**config.mk**
```make
export PLATFORM = sky130hd
export DESIGN_NAME = dcacheCtrl
export DESIGN_NICKNAME = d
export VERILOG_FILES = /design/src/common/dcache_pkg.sv /design/src/dcache/dcacheCtrl.sv
export VERILOG_INCLUDE_DIRS = /design/src /design/src/common
export SDC_FILE = /design/constraint.sdc
export NUM_CORES = 1
export LEC_CHECK = 0
export ABC_AREA = 1
export BUFFER_PORTS_ARGS = -buffer_cell sky130_fd_sc_hd__buf_2
export CORE_MARGIN = 2
export CORE_UTILIZATION = 45
export DETAILED_ROUTE_END_ITERATION = 12
export PLACE_DENSITY = 0.83
export REMOVE_ABC_BUFFERS = 1
export SLEW_MARGIN = 10
export SYNTH_ARGS = -nofsm -noshare
export SYNTH_HDL_FRONTEND = slang
export SYNTH_SLANG_ARGS = --single-unit
```
**constraint.sdc**
```tcl
create_clock -name clk -period 12.36 [get_ports clk]
set_clock_uncertainty 0.05 [all_clocks]
set_input_delay 0 -clock clk [delete_from_list [all_inputs] [get_ports clk]]
set_output_delay 0 -clock clk [all_outputs]
set_load 0.005 [all_outputs]
```
**src/common/dcache_config.svh**
```systemverilog
`ifndef DCACHE_CONFIG_SVH
`define DCACHE_CONFIG_SVH

// byte address into the 32-bit space
`define DC_ADDR_W 32

// one CPU word, eight byte lanes
`define DC_WORD_W 64

// two ways of 16 sets each
`define DC_SETS 16
`define DC_INDEX_W 4

// 32-byte line, four words
`define DC_LINE_WORDS 4
`define DC_OFFSET_W 5

// address bits above index and offset
`define DC_TAG_W 23

`endif

```
**src/common/dcache_pkg.sv**
```systemverilog
`include "dcache_config.svh"

package dcache_pkg;

  // one load or store from the pipeline
  typedef struct packed {
    logic [`DC_ADDR_W-1:0] addr;
    logic isWrite;
    logic [`DC_WORD_W-1:0] wrData;
    logic [`DC_WORD_W/8-1:0] byteMask;
  } cpuReq_t;

  // load data, zero for a store
  typedef struct packed {
    logic [`DC_WORD_W-1:0] data;
  } cpuResp_t;

  // line-aligned refill address
  typedef struct packed {
    logic [`DC_ADDR_W-1:0] addr;
  } memRdReq_t;

  // one write-back beat
  typedef struct packed {
    logic [`DC_ADDR_W-1:0] addr;
    logic [`DC_WORD_W-1:0] data;
  } memWrBeat_t;

  typedef enum logic [2:0] {
    Idle      = 3'd0,
    Compare   = 3'd1,
    WriteBack = 3'd2,
    RefillReq = 3'd3,
    Refill    = 3'd4,
    Install   = 3'd5
  } ctrlState_t;

  // data array write kind
  typedef enum logic [1:0] {
    None  = 2'd0,
    Store = 2'd1,
    Fill  = 2'd2
  } wayOp_t;

endpackage

```
**src/dcache/dcacheCtrl.sv**
```systemverilog
`timescale 1ns/1ps
`include "dcache_config.svh"

module dcacheCtrl (
  input  logic                  clk,
  input  logic                  rst_n,
  input  logic                  reqValid_i,
  input  dcache_pkg::cpuReq_t   req_i,
  input  logic                  hit_i,
  input  logic                  hitWay_i,
  input  logic                  victimWay_i,
  input  logic                  victimDirty_i,
  input  logic                  memRdReady_i,
  input  logic                  memRdDataValid_i,
  input  logic                  memRdLast_i,
  input  logic                  memWrReady_i,
  output logic                  reqReady_o,
  output dcache_pkg::cpuReq_t   latchedReq_o,
  output logic                  respValid_o,
  output dcache_pkg::wayOp_t    dataOp_o,
  output logic                  opWay_o,
  output logic                  tagFill_o,
  output logic                  tagTouch_o,
  output logic                  storeHit_o,
  output logic                  fillBeat_o,
  output logic [$clog2(`DC_LINE_WORDS)-1:0] wbIndex_o,
  output logic                  memRdValid_o,
  output logic                  memWrValid_o,
  output logic                  memWrLast_o
);
  import dcache_pkg::*;

  ctrlState_t state;
  ctrlState_t stateNext;
  logic [$clog2(`DC_LINE_WORDS)-1:0] wbCnt;
  logic hitNow;
  logic accept;

  // a lookup result only counts in Compare
  assign hitNow = (state == Compare) && hit_i;
  assign reqReady_o = (state == Idle) || hitNow;
  assign accept = reqValid_i && reqReady_o;

  assign respValid_o = hitNow;
  assign tagTouch_o = hitNow;
  assign storeHit_o = hitNow && latchedReq_o.isWrite;
  assign tagFill_o = (state == Install);

  // hit way on lookup, victim way for write-back and install
  assign opWay_o = (state == Compare) ? hitWay_i : victimWay_i;

  always_comb begin
    if (state == Install) begin
      dataOp_o = Fill;
    end else if (storeHit_o) begin
      dataOp_o = Store;
    end else begin
      dataOp_o = None;
    end
  end

  assign memRdValid_o = (state == RefillReq);
  assign memWrValid_o = (state == WriteBack);
  assign memWrLast_o = memWrValid_o && (wbCnt == '1);
  assign wbIndex_o = wbCnt;
  assign fillBeat_o = (state == Refill) && memRdDataValid_i;

  always_ff @(posedge clk) begin
    if (accept) begin
      latchedReq_o <= req_i;
    end
  end

  // counts accepted write-back beats, wraps after the last one
  always_ff @(posedge clk or negedge rst_n) begin
    if (!rst_n) begin
      wbCnt <= '0;
    end else if (memWrValid_o && memWrReady_i) begin
      wbCnt <= wbCnt + 1'b1;
    end
  end

  always_ff @(posedge clk or negedge rst_n) begin
    if (!rst_n) begin
      state <= Idle;
    end else begin
      state <= stateNext;
    end
  end

  always_comb begin
    stateNext = state;
    case (state)
      Idle: begin
        if (accept) begin
          stateNext = Compare;
        end
      end
      Compare: begin
        if (hit_i) begin
          // back-to-back hits stay here
          stateNext = accept ? Compare : Idle;
        end else if (victimDirty_i) begin
          stateNext = WriteBack;
        end else begin
          stateNext = RefillReq;
        end
      end
      WriteBack: begin
        if (memWrReady_i && memWrLast_o) begin
          stateNext = RefillReq;
        end
      end
      RefillReq: begin
        if (memRdReady_i) begin
          stateNext = Refill;
        end
      end
      Refill: begin
        if (memRdDataValid_i && memRdLast_i) begin
          stateNext = Install;
        end
      end
      Install: begin
        // replay the access, it hits now
        stateNext = Compare;
      end
      default: begin
        stateNext = Idle;
      end
    endcase
  end

endmodule

```
==> flow_summary.toml, run 1 <==
[place]
port_buffers = 234
globalplace.congestion = 0.8730
place.detailed.hpwl_um = 6251
placed_cell_areas_sq_um = 4892

[yosys]
synth_warnings = 0
synthDistinctLibCells = 17
top_cells_by_area_synth = "edfxtp_1 (88%), dfrtp_1 (3.5%), nand2_1 (2.2%), inv_1 (1.2%), nand3_1 (0.98%)"
syn-instance-count = 174
flop_and_latch_count_out_of_synthesis = 110
synthesis.area_per_instance_sq_um = 20.59
synth_largest_area_cell = "edfxtp_1"
synthDominantCellAreaShare_pct = 88.02
yosysSeqAreaShare_pct = 91.51
syn-cell-area_sq_um = 3582

[floorplan]
num_io_pins = 235
initial_utilization_pct = 46.36
die_w_um = 93.22
std_cell_rows = 32
die_y_um = 93.22

[clock_network]
post_cts_resize_count = 0
postCtsSetupRepairBufs = 0
htree_num_levels = 3
cts_sink_count = 110
clock_tree.buffer_depth = 2
cts_inserted_buffers = 9
cts-hold-fix-buffers = 106
clock-root-buffer = "clkbuf_8"

[run_status]
run_status = "stopped before the end"
failing_step = "4_1_cts"
firstError = "[ERROR RSZ-0060] Max buffer count reached."
## cells by family after synthesis
logic type / Yosys count / share of synthesized area (%)
buffers and inverters: 16 / 1.886
adder cells (fa/ha/maj): 1 / 0.3492
XOR/XNOR: 1 / 0.4542
AND/OR/NAND/NOR: 43 / 5.379
AO/OA/AOI/OAI: 3 / 0.4190
flip-flops: 110 / 91.51
## stage by stage
stage	util, %	worst slack [ns]	std cells
after global placement	63.31	10.30	510
after detailed placement	63.31	10.22	510
after floorplan	-	5.855	172
## Yosys cell counts
| master | instances |
|---|---|
| inv_1 | 11 |
| nor2_2 | 3 |
| edfxtp_1 | 105 |
| nand2_2 | 3 |
| dfrtp_1 | 5 |
| a21oi_1 | 1 |
| nand3_1 | 7 |
| inv_2 | 3 |
| o21ai_0 | 2 |
| buf_4 | 2 |
| nor3_1 | 1 |
| nand4_1 | 1 |
| xnor2_2 | 1 |
| and2_2 | 1 |
| ha_1 | 1 |
| nor2_1 | 6 |
| nand2_1 | 21 |
==> inputs of run 2 (changes only) <==
--- a/config.mk
+++ b/config.mk
@@ -9,9 +9,9 @@
 export ABC_AREA = 1
 export BUFFER_PORTS_ARGS = -buffer_cell sky130_fd_sc_hd__buf_2
 export CORE_MARGIN = 2
-export CORE_UTILIZATION = 45
+export CORE_UTILIZATION = 31
 export DETAILED_ROUTE_END_ITERATION = 12
-export PLACE_DENSITY = 0.83
+export PLACE_DENSITY_LB_ADDON = 0.15
 export REMOVE_ABC_BUFFERS = 1
 export SLEW_MARGIN = 10
 export SYNTH_ARGS = -nofsm -noshare
==> run 2 against run 1 <==
Compared with the run above:
- the flow now finishes without violations
- synthesized cell count did not move
- area after synthesis did not move
==> flow_summary.toml, run 2 <==
[yosys]
top_cells_by_area_synth = "edfxtp_1 (88%), dfrtp_1 (3.5%), nand2_1 (2.2%), inv_1 (1.2%), nand3_1 (0.98%)"
syn-instance-count = 174
leading_cell_type_by_number_of_instances_after_synthesis = "edfxtp_1"
synth_warnings = 0
synth_edf_count = 105
yosys-top-cells-count = "edfxtp_1 (105), nand2_1 (21), inv_1 (11)"
syn-cell-area_sq_um = 3582
synthDistinctLibCells = 17
synth_top_flop_cell = "edfxtp_1"
synthArstFlopShare_pct = 4.545
synthDominantCellAreaShare_pct = 88.02
yosysSeqAreaShare_pct = 91.51
flop_and_latch_count_out_of_synthesis = 110
synth_largest_area_cell = "edfxtp_1"
synthesis.area_per_instance_sq_um = 20.59

[finish]
final_layout_size_suffix_gt1_share_pct = 49.07
layout_commonest_cell = "buf_2"
largest_register_ff_count = 105
n_fill_cell = 936
area.growth.synth_to_final_pct = 79.15
antenna_cells = 0
final_cell_mix = "buf_2 (234), dlygate4sd3_1 (113), edfxtp_1 (105)"
final_cell_count_no_fill = 679
finish.net_count = 649
largest-register = "latchedReq_o"

[clock_network]
clock_pin_transition_on_the_worst_setup_and_hold_timing_paths_ns = 0.07
post_cts_resize_count = 0
clock_insertion_delay_worst_skew_ns = 0.34
clock_tree.buffer_depth = 2
tritoncts = "done"
cts-hold-fix-buffers = 113
htree_num_levels = 3
cts_sink_count = 110
cts_inserted_buffers = 9
clock-root-buffer = "clkbuf_16"
postCtsSetupRepairBufs = 0

[global_route]
global_route_wire_length_before_repair_um = 14920
grt_pass1_vias = 2956
largest_net_degree_at_the_start_of_global_routing = 57
antenna_found_initial = 0
grt.total_usage_pct = 15.44
globalRoute.totalOverflow = 0

[worst_setup_path]
worst_path_dominant_cell_family = "buffers and inverters"
critical_path.cell_chain = "inv_2 > nand2_2 > nor2_2 > nand2_1 > a21oi_4 > buf_4 > buf_4"
reg2reg_from = "state[2]$_DFFE_PN0P_"
path_max_fanout = 56
critPathRequiredTime_ns = 12.29
timing.critical_path.mode_cell = "buf_4"
worst-path-buf-inv = 3
r2r_setup_slack_ns = 9.61
timing.critical_path.arrival_ns = 2.67
worst_path_cell_with_the_longest_stage_delay = "buf_4"
setup.worst_path.start_class = "register"
worst-setup-path-type = "register to register"
reg2regPathDepth = 7
reg2reg_to = "latchedReq_o[74]$_DFFE_PP_"
critical_path.endpoint_type = "register"
worst_path_largest_cell_delay_ns = 0.67

[power_and_ir_drop]
leakage_uw = 0.002823
p_switching_uw = 300.7
cellPowerDensity_nw_per_um2 = 177.5
p_clk_share_pct = 28.8
total_power_uw = 1139
pwr-share-seq_pct = 48.0
p_int_uw = 838.3
switch_share_pct = 26.40
vdd_drop_max_mv = 0.08899
power_frac_comb_pct = 23.2

[min_path]
worst_hold_path_ep = "state[2]$_DFFE_PN0P_"
whs_path_depth = 7
worstHoldPathType = "primary input to register"
hp-start = "reqValid_i"

[floorplan]
std_cell_rows = 39
floorplan.core_area_sq_um = 11370
die_y_um = 111.5
die_w_um = 111.5
initial_utilization_pct = 31.51
die_footprint_sq_um = 12430
num_io_pins = 235

[drt]
drt-wirelength-per-cell_um = 14.25
post_detailed_route_via_to_cell_ratio = 4.143
via_count = 2813
residual_antenna_violating_net_count_after_detailed_routing = 0
remaining_drc_errors = 0
post_route_wl_um = 9679
dr.pass1.iters = 4
first_iter_violations = 96

[sta]
final.min_clock_period_ns = 2.747
setup_viol_count_final = 0
postLayoutSetupSlackWorst_ns = 9.613
worst_slew_margin_rel_pct = 53.86
setup-tns-final_ns = 0
slew_violations = 0
fin_crit_sh_pct = 22.23
fmaxAchievable_mhz = 364.0
rsz0062_at_grt = "no"
finalHoldWorstSlack_ns = 0.1879
timing_hold_violations_final = 0
worst_pin_slew_ns = 0.6921

[run_status]
run_status = "finished clean"

[job]
max_cap_viol_count = 0

[place]
globalplace.congestion = 0.8337
preCtsSetupSlack_ns = 9.578
port_buffers = 234
place.detailed.hpwl_um = 6686
post-place-cells = 551
==> run 2: how the worst max path moves through the flow <==
stage,startpoint,endpoint,cells after the start
finish,state[2]$_DFFE_PN0P_,latchedReq_o[74]$_DFFE_PP_,7
global route,state[2]$_DFFE_PN0P_,latchedReq_o[17]$_DFFE_PP_,7
CTS,state[2]$_DFFE_PN0P_,latchedReq_o[58]$_DFFE_PP_,7
detailed placement,state[2]$_DFFE_PN0P_,latchedReq_o[50]$_DFFE_PP_,7
global placement,state[2]$_DFFE_PN0P_,latchedReq_o[59]$_DFFE_PP_,7
floorplan,state[2]$_DFFE_PN0P_,latchedReq_o[0]$_DFFE_PP_,5
==> run 2: routing by layer <==
| layer | vias up | track usage [%] | part of all wire [%] |
|---|---|---|---|
| li1 | 1349 | - | - |
| met1 | 1305 | 17.91 | 39 |
| met2 | 147 | 27.60 | 52 |
| met3 | 12 | 4.409 | 7.7 |
| met4 | 0 | 5.103 | 1.4 |
| met5 | - | 0 | 0 |
==> run 2: tightest hold or removal path, stage by stage <==
cell     delay (ns)
buf_2          0.10
inv_1          0.10
nand3_1        0.10
nand2_1        0.09
nor2_2         0.05
nand2_1        0.05
nand2_1        0.04
==> run 2: power groups by stage <==
| stage | logic, uW | clock network [uW] | registers [uW] |
|---|---|---|---|
| global placement | 235 | 0 | 552 |
| global route | 292 | 351 | 557 |
| detailed placement | 235 | 0 | 555 |
| finish | 264 | 328 | 547 |
| floorplan | 85.8 | 0 | 587 |
| CTS | 268 | 337 | 547 |
==> run 2: final cells by class <==
cell class | count | area, sq um | share of cell area [%]
Sequential cell | 110 | 3278 | 51.08
Timing Repair Buffer | 349 | 2317 | 36.11
Multi-Input combinational cell | 48 | 247.7 | 3.860
Clock buffer | 9 | 225.2 | 3.509
Tap cell | 143 | 178.9 | 2.788
Clock inverter | 6 | 117.6 | 1.833
Inverter | 14 | 52.55 | 0.8189
==> run 2: cell families (layout without fill, tap and decap cells) <==
family,Yosys count,after routing,share of synthesized area (%)
DFF,110,110,91.51
buffers and inverters,16,378,1.886
and+or+nand+nor,43,43,5.379
xor gates and xnor gates,1,1,0.4542
AOI/OAI and AO/OA,3,3,0.4190
adders and majority gates,1,1,0.3492
==> run 2: per-stage QoR <==
stage               util (%)  instance area (sq um)
floorplan                  -                   3567
global placement       43.48                   4943
detailed placement     43.48                   4943
CTS                    56.44                   6417
global route           56.44                   6417
finish                 56.44                   6417
(Power assumes the default switching activity.)
==> inputs of run 3 (changes only) <==
==> constraint.sdc (replaced) <==
create_clock -name clk -period 2.8 [get_ports clk]
set_clock_uncertainty 0.05 [all_clocks]
set_input_delay 0 -clock clk [delete_from_list [all_inputs] [get_ports clk]]
set_output_delay 0 -clock clk [all_outputs]
set_load 0.005 [all_outputs]
==> run 3 against run 2 <==
Compared with the run above:
- total power rose to 4.5 times the previous value
- utilization up 0.70 points
- setup slack worse by 8.9 ns
- clock power rose to 4.4 times the previous value
- sequential share of layout area down 0.63 points
- combinational power rose to 4.8 times the previous value
- critical path type unchanged
- critical endpoint is now latchedReq_o[49]$_DFFE_PP_
==> flow_summary.toml, run 3 (same netlist as run 2, synthesis figures left out) <==
[run_status]
run_status = "finished clean"

[worst_setup_path]
timing.critical_path.arrival_ns = 2.10
worst_path_largest_cell_delay_ns = 0.55
path_max_fanout = 28
worst_path_dominant_cell_family = "compound AO/OA/AOI/OAI gates"
critical_path.cell_chain = "inv_2 > nand2_2 > nor2_2 > nand2_1 > a21oi_4 > buf_12"
worst-path-buf-inv = 2
worst_path_cell_with_the_longest_stage_delay = "a21oi_4"
setup.worst_path.start_class = "register"
critPathRequiredTime_ns = 2.79
critical_path.endpoint_type = "register"
worst-setup-path-type = "register to register"

[power_and_ir_drop]
p_clk_share_pct = 28.1
leakage_uw = 0.002858
cellPowerDensity_nw_per_um2 = 788.0
p_switching_uw = 1344
total_power_uw = 5120
switch_share_pct = 26.26
power_frac_comb_pct = 24.8
vdd_drop_max_mv = 0.4177
p_int_uw = 3776
pwr-share-seq_pct = 47.1

[finish]
final_layout_size_suffix_gt1_share_pct = 49.44
antenna_cells = 0
area.growth.synth_to_final_pct = 81.38
finalCoreUtilization_pct = 57.15
final_cell_mix = "buf_2 (234), dlygate4sd3_1 (113), edfxtp_1 (105)"
finish.net_count = 653
layout_commonest_cell = "buf_2"
largest_register_ff_count = 105
largest-register = "latchedReq_o"

[place]
preCtsSetupSlack_ns = 0.6696
port_buffers = 234
globalplace.congestion = 0.7707
place.detailed.hpwl_um = 6819

[sta]
fmaxAchievable_mhz = 474.7
setup-tns-final_ns = 0
final.min_clock_period_ns = 2.106
worst_slew_margin_rel_pct = 59.23
rsz0062_at_grt = "no"
finalHoldWorstSlack_ns = 0.1589
slew_violations = 0
timing_hold_violations_final = 0
worst_pin_slew_ns = 0.6102
fin_crit_sh_pct = 75.23
postLayoutSetupSlackWorst_ns = 0.6936
setup_viol_count_final = 0

[floorplan]
die_w_um = 111.5
die_y_um = 111.5
initial_utilization_pct = 31.51
num_io_pins = 235
die_footprint_sq_um = 12430
std_cell_rows = 39
floorplan.core_area_sq_um = 11370

[drt]
post_route_wl_um = 9995
first_iter_violations = 108
post_detailed_route_via_to_cell_ratio = 4.179
dr.pass1.iters = 4
drt-wirelength-per-cell_um = 14.63
remaining_drc_errors = 0
residual_antenna_violating_net_count_after_detailed_routing = 0
via_count = 2854

[clock_network]
post_cts_resize_count = 0
clock_insertion_delay_worst_skew_ns = 0.34
clock_pin_transition_on_the_worst_setup_and_hold_timing_paths_ns = 0.07
clock_tree.buffer_depth = 2
cts_inserted_buffers = 9
clock-root-buffer = "clkbuf_16"
tritoncts = "done"
cts_sink_count = 110
htree_num_levels = 3

[job]
max_cap_viol_count = 0

[global_route]
largest_net_degree_at_the_start_of_global_routing = 29
antenna_found_initial = 0
grt_pass1_vias = 2990
global_route_wire_length_before_repair_um = 15110
grt.total_usage_pct = 15.78
globalRoute.totalOverflow = 0

[min_path]
worstHoldPathType = "primary input to register"
==> run 3: power groups by stage <==
| stage | Clock [uW] | Sequential (uW) | Combinational (uW) |
|---|---|---|---|
| detailed placement | 0 | 2450 | 1140 |
| global route | 1540 | 2450 | 1390 |
| global placement | 0 | 2430 | 1130 |
| finish | 1440 | 2410 | 1270 |
| floorplan | 0 | 2530 | 365 |
| CTS | 1480 | 2410 | 1280 |
==> run 3: worst paths after layout <==
check                                    startpoint                          to  slack, ns  cells after the start
max                            state[2]$_DFFE_PN0P_  latchedReq_o[49]$_DFFE_PP_       0.69                      6
min                                      reqValid_i  latchedReq_o[72]$_DFFE_PP_       0.16                      3
max reg2reg                    state[2]$_DFFE_PN0P_  latchedReq_o[49]$_DFFE_PP_       0.69                      6
min reg2reg                wbIndex_o[1]$_DFFE_PN0P_    wbIndex_o[1]$_DFFE_PN0P_       0.47                      2
max in group asynchronous                     rst_n    wbIndex_o[0]$_DFFE_PN0P_       1.96                      3
min in group asynchronous                     rst_n        state[2]$_DFFE_PN0P_       0.53                      3
==> run 3: final cells by class <==
type                            count  area, sq um
Fill cell                         921         4872
Sequential cell                   110         3278
Timing Repair Buffer              353         2397
Multi-Input combinational cell     48        247.7
Clock buffer                        9        225.2
Tap cell                          143        178.9
Clock inverter                      6        117.6
Inverter                           14        52.55
==> run 3: metrics by stage <==
| step | cell area [sq um] | instances |
|---|---|---|
| finish | 6497 | 683 |
| global route | 6497 | 683 |
| CTS | 6497 | 683 |
| detailed placement | 5024 | 555 |
| global placement | 5024 | 555 |
| floorplan | 3567 | 172 |
==> run 3: worst reg2reg max path: stages (launching register included) <==
cell     delay, ns
dfrtp_1       0.43
inv_2         0.11
nand2_2       0.06
nor2_2        0.14
nand2_1       0.17
a21oi_4       0.55
buf_12        0.27
==> run 3: layer usage <==
layer | global-route usage [%] | wire, um
met3 | 4.028 | 642
met2 | 29.31 | 5280
met4 | 6.008 | 187
met5 | 0 | 0
met1 | 17.30 | 3884
==> run 3: what timing repair did <==
action,CTS,global route
endpoints found under the hold margin,115,0
setup endpoints to repair,0,0
hold buffers,113,0
buffers inserted,0,0
==> inputs of run 4 (changes only) <==
==> constraint.sdc (replaced) <==
create_clock -name clk -period 2.2 [get_ports clk]
set_clock_uncertainty 0.05 [all_clocks]
set_input_delay 0 -clock clk [delete_from_list [all_inputs] [get_ports clk]]
set_output_delay 0 -clock clk [all_outputs]
set_load 0.005 [all_outputs]
==> run 4 against run 3 <==
Compared with the run above:
- non-clock buffer count fell by 4
- largest cell class unchanged
- clock power grew 5%
- utilization is 1.0 points lower
- largest power group unchanged
- critical path depth rose by 4
==> flow_summary.toml, run 4 (same netlist as run 2, synthesis figures left out) <==
[run_status]
run_status = "finished clean"

[place]
placed_cell_areas_sq_um = 4969
place.detailed.hpwl_um = 6795
preCtsSetupSlack_ns = 0.3007
post-place-cells = 551
globalplace.congestion = 0.7837
port_buffers = 234

[sta]
postLayoutSetupSlackWorst_ns = 0.2282
final.min_clock_period_ns = 1.972
slew_violations = 0
fin_crit_sh_pct = 89.63
worst_pin_slew_ns = 0.3105
setup_viol_count_final = 0
rsz0062_at_grt = "no"
timing_hold_violations_final = 0
worst_slew_margin_rel_pct = 79.30
fmaxAchievable_mhz = 507.1

[finish]
final_cell_mix = "buf_2 (234), dlygate4sd3_1 (113), edfxtp_1 (105)"
largest-register = "latchedReq_o"
finish.net_count = 649
final_cell_count_no_fill = 680
combined_area_of_the_multi_input_logic_cells_sq_um = 247.7
antenna_cells = 0
layout_commonest_cell = "buf_2"
final_layout_size_suffix_gt1_share_pct = 48.98
area.growth.synth_to_final_pct = 78.20
n_fill_cell = 937
area_of_all_placed_cells_without_fillers_sq_um = 6384
area.sequential_sq_um = 3278
largest_register_ff_count = 105

[drt]
post_route_wl_um = 9705
remaining_drc_errors = 0
dr.pass1.iters = 4
route.layer.met1.wl_um = 3709
met2_wirelength_um = 5140
routed.top_layer = "met4"
via_count = 2808
post_detailed_route_via_to_cell_ratio = 4.129
met3_length_um = 665
residual_antenna_violating_net_count_after_detailed_routing = 0
first_iter_violations = 115
drt-wirelength-per-cell_um = 14.27

[global_route]
antenna_found_initial = 0
grt.total_usage_pct = 15.62
globalRoute.totalOverflow = 0
largest_net_degree_at_the_start_of_global_routing = 60
global_route_wire_length_before_repair_um = 14970
grt_pass1_vias = 2921

[min_path]
worstHoldPathType = "primary input to register"

[floorplan]
floorplan.core_area_sq_um = 11370
num_io_pins = 235
die_w_um = 111.5
initial_utilization_pct = 31.51
die_footprint_sq_um = 12430
std_cell_rows = 39
die_y_um = 111.5

[worst_setup_path]
worst_path_dominant_cell_family = "buffers and inverters"
worst_path_largest_cell_delay_ns = 0.55
critical_path.cell_chain = "dlygate4sd3_1 > buf_2 > nand2_1 > dlygate4sd3_1 > nand3_1 > nand2_1 > nor2_2 > nand2_1 > nand2_1 > dlygate4sd3_1"
worst-setup-path-type = "primary input to register"
critPathRequiredTime_ns = 2.37
timing.critical_path.mode_cell = "nand2_1"
setup.worst_path.start_class = "primary input"
r2r_setup_slack_ns = 0.28
path_max_fanout = 3
worst_path_cell_with_the_longest_stage_delay = "dlygate4sd3_1"
worst-path-buf-inv = 4
timing.critical_path.arrival_ns = 2.14
critical_path.endpoint_type = "register"

[clock_network]
clock_pin_transition_on_the_worst_setup_and_hold_timing_paths_ns = 0.07
tritoncts = "done"
cts_inserted_buffers = 9
cts_sink_count = 110
htree_num_levels = 3
clock_tree.buffer_depth = 2
clock_insertion_delay_worst_skew_ns = 0.33
post_cts_resize_count = 0
clock-root-buffer = "clkbuf_16"

[power_and_ir_drop]
vdd_drop_max_mv = 0.5867
leakage_uw = 0.002799
total_power_uw = 6111
cellPowerDensity_nw_per_um2 = 957.3

[job]
max_cap_viol_count = 0
==> run 4: layout make-up <==
type                            instances  area share, %
Clock buffer                           10          3.587
Clock inverter                          6         0.8624
Tap cell                              143          2.803
Inverter                               14         0.8232
Multi-Input combinational cell         48          3.881
Timing Repair Buffer                  349          36.69
Sequential cell                       110          51.35
==> run 4: final timing paths <==
kind / depth (start not counted) / start / end
max: 10 / memRdLast_i / state[0]$_DFFE_PN0P_
min: 7 / reqValid_i / state[1]$_DFFE_PN0P_
max reg2reg: 6 / state[2]$_DFFE_PN0P_ / latchedReq_o[44]$_DFFE_PP_
min reg2reg: 2 / wbIndex_o[1]$_DFFE_PN0P_ / wbIndex_o[1]$_DFFE_PN0P_
max in group asynchronous: 3 / rst_n / state[1]$_DFFE_PN0P_
min in group asynchronous: 3 / rst_n / state[0]$_DFFE_PN0P_
==> run 4: repair_timing <==
| action | in CTS | in global routing |
|---|---|---|
| setup buffers | 0 | 0 |
| hold endpoints to repair | 115 | 0 |
| hold buffers | 113 | 0 |
| endpoints found under the setup margin | 0 | 0 |
==> run 4: worst min-delay path, cell delays in order <==
cell,delay (ns)
buf_2,0.11
inv_1,0.10
nand3_1,0.09
nand2_1,0.08
nor2_2,0.05
nand2_1,0.05
nand2_1,0.04
==> run 4: layer usage <==
metal | global-route usage (%) | up-vias
li1 | - | 1350
met1 | 17.63 | 1304
met2 | 27.97 | 138
met3 | 3.702 | 16
met4 | 7.325 | 0
met5 | 0 | -
==> run 4: report_power, final <==
group	internal (uW)	switching, uW	leakage [uW]
Sequential	2920	152	0.00104
Combinational	705	830	0.00163
Clock	788	719	0.000133
==> run 4: per-stage QoR <==
step           util [%]  TNS, ns  hold slack [ns]
2_1_floorplan         -  -452.05          -0.3456
3_3_place_gp      43.70        0          -0.2232
3_5_place_dp      43.70        0          -0.2180
4_1_cts           56.15        0           0.1630
5_1_grt           56.15        0           0.2217
6_report          56.15        0           0.1804
